File: src/hdl/timer_pkg.sv
//****************************************************************************
// Shared widths, constants and types for the timer host and its trigger path
// Referenced by scoped name from every RTL block and the testbench
//****************************************************************************

package timer_pkg;

    // Counter width and the vector type for counts, loads and compares
    localparam int timer_width = 16;
    typedef logic [timer_width-1:0] timer_t;

    // Observation stream byte
    typedef logic [7:0] obs_byte_t;

    // Clocks per timer tick while active
    localparam int prescaler = 4;
    typedef logic [1:0] prescale_t;

    // Stream generator, taps at 31, 27, 15 and 2
    typedef logic [31:0] lfsr_t;
    localparam lfsr_t lfsr_seed = 32'hCAFEBABE;

    // Documented trigger: this byte seen trigger_count times
    localparam obs_byte_t trigger_byte = 8'h3C;
    localparam int trigger_count = 8;
    typedef logic [3:0] trig_count_t;   // Holds 0 .. trigger_count

    // Timer control FSM
    typedef enum logic [1:0] {
        st_idle,
        st_running,
        st_overflow,
        st_match
    } timer_state_e;

    // Status bundle seen at the top level
    typedef struct packed {
        timer_t count;      // Counter, one register stage late
        logic   overflow;   // One-cycle pulse
        logic   match;      // One-cycle pulse
        logic   active;
    } timer_status_t;

endpackage

File: src/hdl/byte_source.sv
//****************************************************************************
// Observation byte stream, LFSR bytes mixed with timer count and compare
//****************************************************************************
`timescale 1ns/1ps

module byte_source (
    input  logic                 clk,
    input  logic                 rst,
    input  logic                 advance,
    input  timer_pkg::timer_t    count,
    input  timer_pkg::timer_t    compare_value,
    output timer_pkg::obs_byte_t obs_byte
);

    timer_pkg::lfsr_t lfsr;
    logic [2:0]       sel;      // Which byte goes out this cycle
    logic             feedback;

    assign feedback = lfsr[31] ^ lfsr[27] ^ lfsr[15] ^ lfsr[2];

    // Shift and step the selector together
    always_ff @(posedge clk or posedge rst) begin
        if (rst) begin
            lfsr <= timer_pkg::lfsr_seed;
            sel  <= 3'd0;
        end else if (advance) begin
            lfsr <= {lfsr[30:0], feedback};     // New bit enters at the bottom
            sel  <= sel + 3'd1;
        end
    end

    // Count and compare halves for the mixed slots
    timer_pkg::obs_byte_t count_lo;
    timer_pkg::obs_byte_t count_hi;
    timer_pkg::obs_byte_t cmp_lo;
    timer_pkg::obs_byte_t cmp_hi;

    assign count_lo = count[7:0];
    assign count_hi = count[timer_pkg::timer_width-1 -: 8];
    assign cmp_lo   = compare_value[7:0];
    assign cmp_hi   = compare_value[timer_pkg::timer_width-1 -: 8];

    // Live compare_value reaches the stream without a register
    always_comb begin
        case (sel)
            3'd0:    obs_byte = lfsr[7:0];
            3'd1:    obs_byte = lfsr[15:8];
            3'd2:    obs_byte = lfsr[23:16];
            3'd3:    obs_byte = lfsr[31:24];
            3'd4:    obs_byte = lfsr[7:0] ^ count_lo;
            3'd5:    obs_byte = lfsr[15:8] ^ count_hi;
            3'd6:    obs_byte = lfsr[23:16] ^ cmp_lo;
            default: obs_byte = lfsr[31:24] ^ cmp_hi;   // Slot 7
        endcase
    end

endmodule

File: src/hdl/trigger_detector.sv
//****************************************************************************
// Documented trigger path, counts trigger bytes and fires a one-clock clear
//****************************************************************************
`timescale 1ns/1ps

module trigger_detector (
    input  logic                 clk,
    input  logic                 rst,
    input  timer_pkg::obs_byte_t obs_byte,
    output logic                 tamper_reset
);

    logic                   hit;
    timer_pkg::trig_count_t hit_count;
    logic                   last_hit;

    assign hit = (obs_byte == timer_pkg::trigger_byte);

    // Threshold reached with this byte
    assign last_hit = hit &&
        (hit_count == timer_pkg::trig_count_t'(timer_pkg::trigger_count - 1));

    // Byte is sampled each edge, pulse lands one clock after the last hit
    always_ff @(posedge clk or posedge rst) begin
        if (rst) begin
            hit_count    <= '0;
            tamper_reset <= 1'b0;
        end else begin
            tamper_reset <= last_hit;
            if (last_hit) begin
                hit_count <= '0;                // Start over after firing
            end else if (hit) begin
                hit_count <= hit_count + 1'b1;
            end
        end
    end

    // Gaps between trigger bytes do not reset the evidence count
    // Only rst or a completed threshold clears it

endmodule

File: src/hdl/timer_core.sv
//****************************************************************************
// Up-counting timer with prescaler, compare match and overflow flags
// A tamper_reset pulse clears the whole core on the next edge
//****************************************************************************
`timescale 1ns/1ps

module timer_core (
    input  logic                     clk,
    input  logic                     rst,
    input  logic                     tamper_reset,
    input  logic                     timer_enable,
    input  logic                     timer_reset,
    input  timer_pkg::timer_t        timer_load,
    input  timer_pkg::timer_t        compare_value,
    output timer_pkg::timer_status_t status
);

    timer_pkg::timer_state_e state;
    timer_pkg::timer_t       counter;
    timer_pkg::prescale_t    prescale_cnt;
    logic                    en_q;          // Enable from last cycle
    logic                    enable_rise;
    logic                    tick;
    logic                    keep_running;

    localparam timer_pkg::prescale_t prescale_last =
        timer_pkg::prescale_t'(timer_pkg::prescaler - 1);

    assign enable_rise  = timer_enable && !en_q;
    assign tick         = status.active && (prescale_cnt == prescale_last);
    assign keep_running = timer_enable && !timer_reset;

    // Prescaler runs only while active, so each run starts aligned
    always_ff @(posedge clk or posedge rst) begin
        if (rst) begin
            prescale_cnt <= '0;
        end else if (tamper_reset || !status.active) begin
            prescale_cnt <= '0;
        end else if (prescale_cnt == prescale_last) begin
            prescale_cnt <= '0;
        end else begin
            prescale_cnt <= prescale_cnt + 1'b1;
        end
    end

    // Control FSM, counter and status register
    always_ff @(posedge clk or posedge rst) begin
        if (rst) begin
            state   <= timer_pkg::st_idle;
            counter <= '0;
            en_q    <= 1'b0;
            status  <= '0;
        end else if (tamper_reset) begin
            // Same clear as rst, but synchronous
            state   <= timer_pkg::st_idle;
            counter <= '0;
            en_q    <= 1'b0;
            status  <= '0;
        end else begin
            en_q         <= timer_enable;
            status.count <= counter;            // One stage behind the counter

            case (state)
                timer_pkg::st_idle: begin
                    status.overflow <= 1'b0;
                    status.match    <= 1'b0;
                    status.active   <= 1'b0;
                    if (enable_rise) begin
                        counter       <= timer_load;
                        status.active <= 1'b1;
                        state         <= timer_pkg::st_running;
                    end else if (timer_reset) begin
                        counter <= '0;
                    end
                end

                timer_pkg::st_running: begin
                    if (!keep_running) begin
                        status.active <= 1'b0;
                        state         <= timer_pkg::st_idle;
                    end else if (tick) begin
                        // Compare wins over overflow
                        if (counter == compare_value) begin
                            status.match <= 1'b1;
                            state        <= timer_pkg::st_match;
                        end else if (counter == '1) begin
                            counter         <= '0;      // Wrap
                            status.overflow <= 1'b1;
                            state           <= timer_pkg::st_overflow;
                        end else begin
                            counter <= counter + 1'b1;
                        end
                    end
                end

                timer_pkg::st_overflow: begin
                    status.overflow <= 1'b0;
                    if (keep_running) begin
                        state <= timer_pkg::st_running;
                    end else begin
                        status.active <= 1'b0;
                        state         <= timer_pkg::st_idle;
                    end
                end

                timer_pkg::st_match: begin
                    status.match <= 1'b0;
                    if (keep_running) begin
                        counter <= counter + 1'b1;  // Step past the compare value
                        state   <= timer_pkg::st_running;
                    end else begin
                        status.active <= 1'b0;
                        state         <= timer_pkg::st_idle;
                    end
                end

                default: begin
                    state <= timer_pkg::st_idle;
                end
            endcase
        end
    end

endmodule

File: src/hdl/timer_host.sv
//****************************************************************************
// Top level, timer core with its observation stream and trigger detector
// tamper_reset is a port so the trigger can be watched from outside
//****************************************************************************
`timescale 1ns/1ps

module timer_host (
    input  logic                     clk,
    input  logic                     rst,
    input  timer_pkg::timer_t        timer_load,
    input  timer_pkg::timer_t        compare_value,
    input  logic                     timer_enable,
    input  logic                     timer_reset,
    output timer_pkg::timer_status_t status,
    output logic                     tamper_reset
);

    timer_pkg::obs_byte_t obs_byte;
    logic                 advance;

    // Stream moves while the timer is requested or still running
    assign advance = timer_enable || status.active;

    byte_source i_byte_source (
        .clk           (clk),
        .rst           (rst),
        .advance       (advance),
        .count         (status.count),      // Registered count feeds the mix
        .compare_value (compare_value),
        .obs_byte      (obs_byte)
    );

    trigger_detector i_trigger_detector (
        .clk          (clk),
        .rst          (rst),
        .obs_byte     (obs_byte),
        .tamper_reset (tamper_reset)
    );

    timer_core i_timer_core (
        .clk           (clk),
        .rst           (rst),
        .tamper_reset  (tamper_reset),
        .timer_enable  (timer_enable),
        .timer_reset   (timer_reset),
        .timer_load    (timer_load),
        .compare_value (compare_value),
        .status        (status)
    );

endmodule

File: config.mk
export PLATFORM = sky130hd
export DESIGN_NAME = timer_host
export DESIGN_NICKNAME = d
export VERILOG_FILES = /design/src/hdl/timer_pkg.sv /design/src/hdl/byte_source.sv /design/src/hdl/trigger_detector.sv /design/src/hdl/timer_core.sv /design/src/hdl/timer_host.sv
export SDC_FILE = /design/constraint.sdc
export NUM_CORES = 1
export LEC_CHECK = 0
export BUFFER_PORTS_ARGS = -buffer_cell sky130_fd_sc_hd__buf_2
export CORE_UTILIZATION = 58
export CTS_CLUSTER_DIAMETER = 40
export DETAILED_ROUTE_END_ITERATION = 10
export MAX_ROUTING_LAYER = met4
export PLACE_DENSITY = 0.8
export RECOVER_POWER = 25
export SETUP_SLACK_MARGIN = 0.3
export SYNTH_ARGS = -nofsm -noshare
export SYNTH_HDL_FRONTEND = slang
export SYNTH_SLANG_ARGS = --single-unit
File: constraint.sdc
create_clock -name clk -period 3.2 [get_ports clk]
set_clock_uncertainty 0.2 [all_clocks]
set_input_delay 0 -clock clk [delete_from_list [all_inputs] [get_ports clk]]
set_output_delay 0 -clock clk [all_outputs]
set_load 0.005 [all_outputs]
==> results.json <==
{
  "status": "completed",
  "nNetsFinal": 563,
  "num-fill-cells": 570,
  "antenna_found_initial": 0,
  "cts_buffers": 9,
  "worstSetupEndpointType": "flop",
  "finalMaxSlewViolations": 0,
  "async_flop_share_pct": 100.0,
  "fin_area_sq_mm": 0.005291,
  "dpl.hpwl_um": 8285,
  "max_slew_margin_pct": 35.94,
  "grt_pass1_wl_um": 18690,
  "setup_tns_ns": 0,
  "grt_max_degree": 40,
  "layout-drive-gt1-share_pct": 26.73,
  "synthFlopType": "dfrtp_1",
  "reg2reg_depth": 8,
  "critPathCapture": "i_timer_core.counter[5]",
  "arrival_ns": 2.81,
  "antennaDiodeCount": 0,
  "synthToLayoutAreaGrowth_pct": 18.00,
  "die_w_um": 89.93,
  "ys_seq_area_share_pct": 45.26,
  "cts.sinks": 80,
  "cts_tree": "done",
  "tightest_slew_ns": 0.9608,
  "first_global_vias": 3638,
  "postSynthCellCount": 434,
  "mostFrequentLayoutCell": "dfrtp_1",
  "wl_per_cell_um": 18.07,
  "whs_ns": 0.07368,
  "start_util_pct": 60.85,
  "fp-row-count": 31,
  "power_density_mw_per_mm2": 860.4,
  "clkTransAtPathRegs_ns": 0.08,
  "overflow": 0,
  "rsz0062_at_grt": "false",
  "p_leak_uw": 0.002384,
  "core_area_sq_mm": 0.007370,
  "drv_cap": 0,
  "setup_viol": 0,
  "root_buffer": "clkbuf_8",
  "viasPerCell": 5.947,
  "r2r_slack_ns": 0.45,
  "fin_crit_sh_pct": 85.89,
  "reg2reg_to": "i_timer_core.counter[5]",
  "worst-path-buf-inv": 1,
  "worstSetupPathDepth": 8,
  "crit_chain": "ha_1 > or2_2 > o211ai_1 > o21bai_1 > nor2_2 > buf_4 > a21oi_1 > o32ai_1",
  "min_period_ns": 2.748,
  "critical-path-top-delay-family": "simple AND/OR/NAND/NOR gates",
  "worstSkewPairLatency_ns": 0.36,
  "clk_path_buf_depth": 2,
  "cp-startpoint": "i_timer_core.state[0]",
  "startpoint_type": "flop",
  "synth-edff-count": 0,
  "syn_area_sq_mm": 0.004484,
  "yosysWarnings": 0,
  "crit_slowest_cell": "dfrtp_1",
  "path_max_fanout": 11,
  "detail-route-antenna-nets": 0,
  "die-area_sq_mm": 0.008087,
  "hold_viol_final": 0,
  "syn_nets": 482,
  "yosys.cell_types.count": 59,
  "drt_iter0_markers": 213,
  "r2r-start": "i_timer_core.state[0]",
  "syn_avg_cell_area_sq_um": 10.33,
  "post-route-drc-count": 0,
  "cts-htree-levels": 3,
  "io_pins": 56,
  "die_h_um": 89.93,
  "fmax_mhz": 363.9,
  "drt_wl_total_um": 11190,
  "vias": 3681,
  "io_buffers": 55,
  "max_stage_delay_ns": 0.42,
  "fin_util_pct": 71.80,
  "place_area_sq_mm": 0.004896,
  "peakVddDrop_uv": 502.6,
  "grtUsageTotal_pct": 30.47,
  "final_cell_mix": "dfrtp_1 (58), buf_2 (49), nor2_1 (34)",
  "firstDrtPassIters": 7,
  "crit_required_ns": 3.26,
  "synth-seq-cells": 80,
  "gp_congestion": 0.9555,
  "worst-setup-path-type": "flop to flop",
  "hp-class": "input pin to flop"
}
[tightest hold or removal path: stages]
cell     delay [ns]
buf_2          0.12
xnor2_1        0.14
nor4_2         0.07
nor2_1         0.18
nor2_1         0.08
[routing by layer]
layer | track usage, % | wire [um] | vias up
li1 | - | - | 1714
met1 | 40.58 | 4735 | 1785
met2 | 48.08 | 5465 | 155
met3 | 5.922 | 772 | 27
met4 | 8.333 | 215 | 0
met5 | - | 0 | -
[where the power goes]
| group | switching (uW) | internal (uW) | leakage (uW) |
|---|---|---|---|
| registers | 525 | 1500 | 0.000988 |
| clock network | 362 | 322 | 0.0000894 |
| logic | 931 | 912 | 0.00131 |
| total | 1820 | 2730 | 0.00238 |
[registers in the layout, indices dropped and copies added, names as in the netlist]
register and cells:
i_timer_core.counter 16, i_timer_core.status 19, i_trigger_detector.hit_count 4, i_timer_core.en_q 1, i_timer_core.prescale_cnt 2, i_byte_source.lfsr 32, i_byte_source.sel 3, i_trigger_detector.tamper_reset 1
i_timer_core.state 2
[through the flow]
step                      instances  setup WS [ns]  total power [uW]
after detailed placement        583         0.4299              3820
after global placement          583         0.4825              3759
after CTS                       619         0.3935              4531
after floorplan                 434         0.6111              3204
final                           619         0.4517              4553
after global routing            619         0.3247              4850
[how the worst min path moves through the flow]
| stage | end | start | depth (start not counted) | slack, ns |
|---|---|---|---|---|
| after floorplan | i_timer_core.en_q | timer_enable | 2 | -0.04 |
| final | i_trigger_detector.tamper_reset | compare_value[12] | 5 | 0.07 |
| after global placement | i_timer_core.status[10] | rst | 2 | -0.19 |
| after detailed placement | i_timer_core.counter[8] | rst | 2 | -0.18 |
| after CTS | i_trigger_detector.tamper_reset | compare_value[13] | 6 | 0.1 |
| after global routing | i_trigger_detector.tamper_reset | compare_value[12] | 5 | 0.14 |
[cells in the mapped netlist, drive strengths merged, types with 9 or more instances]
cell type,count,area (sq um)
dfrtp,58,1451
a21oi,17,88.84
xor2,24,210.2
inv,16,60.06
nand2,23,86.33
ha,12,150.1
nand3,11,55.05
mux2,35,397.9
dfstp,22,578.1
clkbuf,12,45.04
nor3,10,55.05
o21ai,15,75.07
nor4,10,75.07
xnor2,28,245.2
nor2,37,141.4
a22oi,9,67.56
nor2b,14,87.58
[repair_timing]
action                     CTS  global route
setup endpoints to repair    0            13
gates resized for setup      0             5
buffers inserted             0             0
hold endpoints to repair    80             0
hold buffers                20             0
[cells by family (layout without fill, tap and decap cells)]
group	after synthesis	after routing	share of synthesized area [%]
and+or+nand+nor	136	136	16.07
AOI/OAI and AO/OA	90	90	13.84
DFF	80	80	45.26
xor gates and xnor gates	52	52	10.16
muxes	35	35	8.873
buffers and inverters	29	115	2.455
adders and majority gates	12	12	3.348
[area by class of cell]
type	count	area [sq um]	area share, %
Multi-Input combinational cell	325	2377	44.93
Clock buffer	13	158.9	3.003
Clock inverter	3	17.52	0.3310
Sequential cell	80	2029	38.35
Tap cell	99	123.9	2.341
Timing Repair Buffer	83	524.3	9.908
Inverter	16	60.06	1.135
Note: power is estimated with default switching activity, not from simulation.
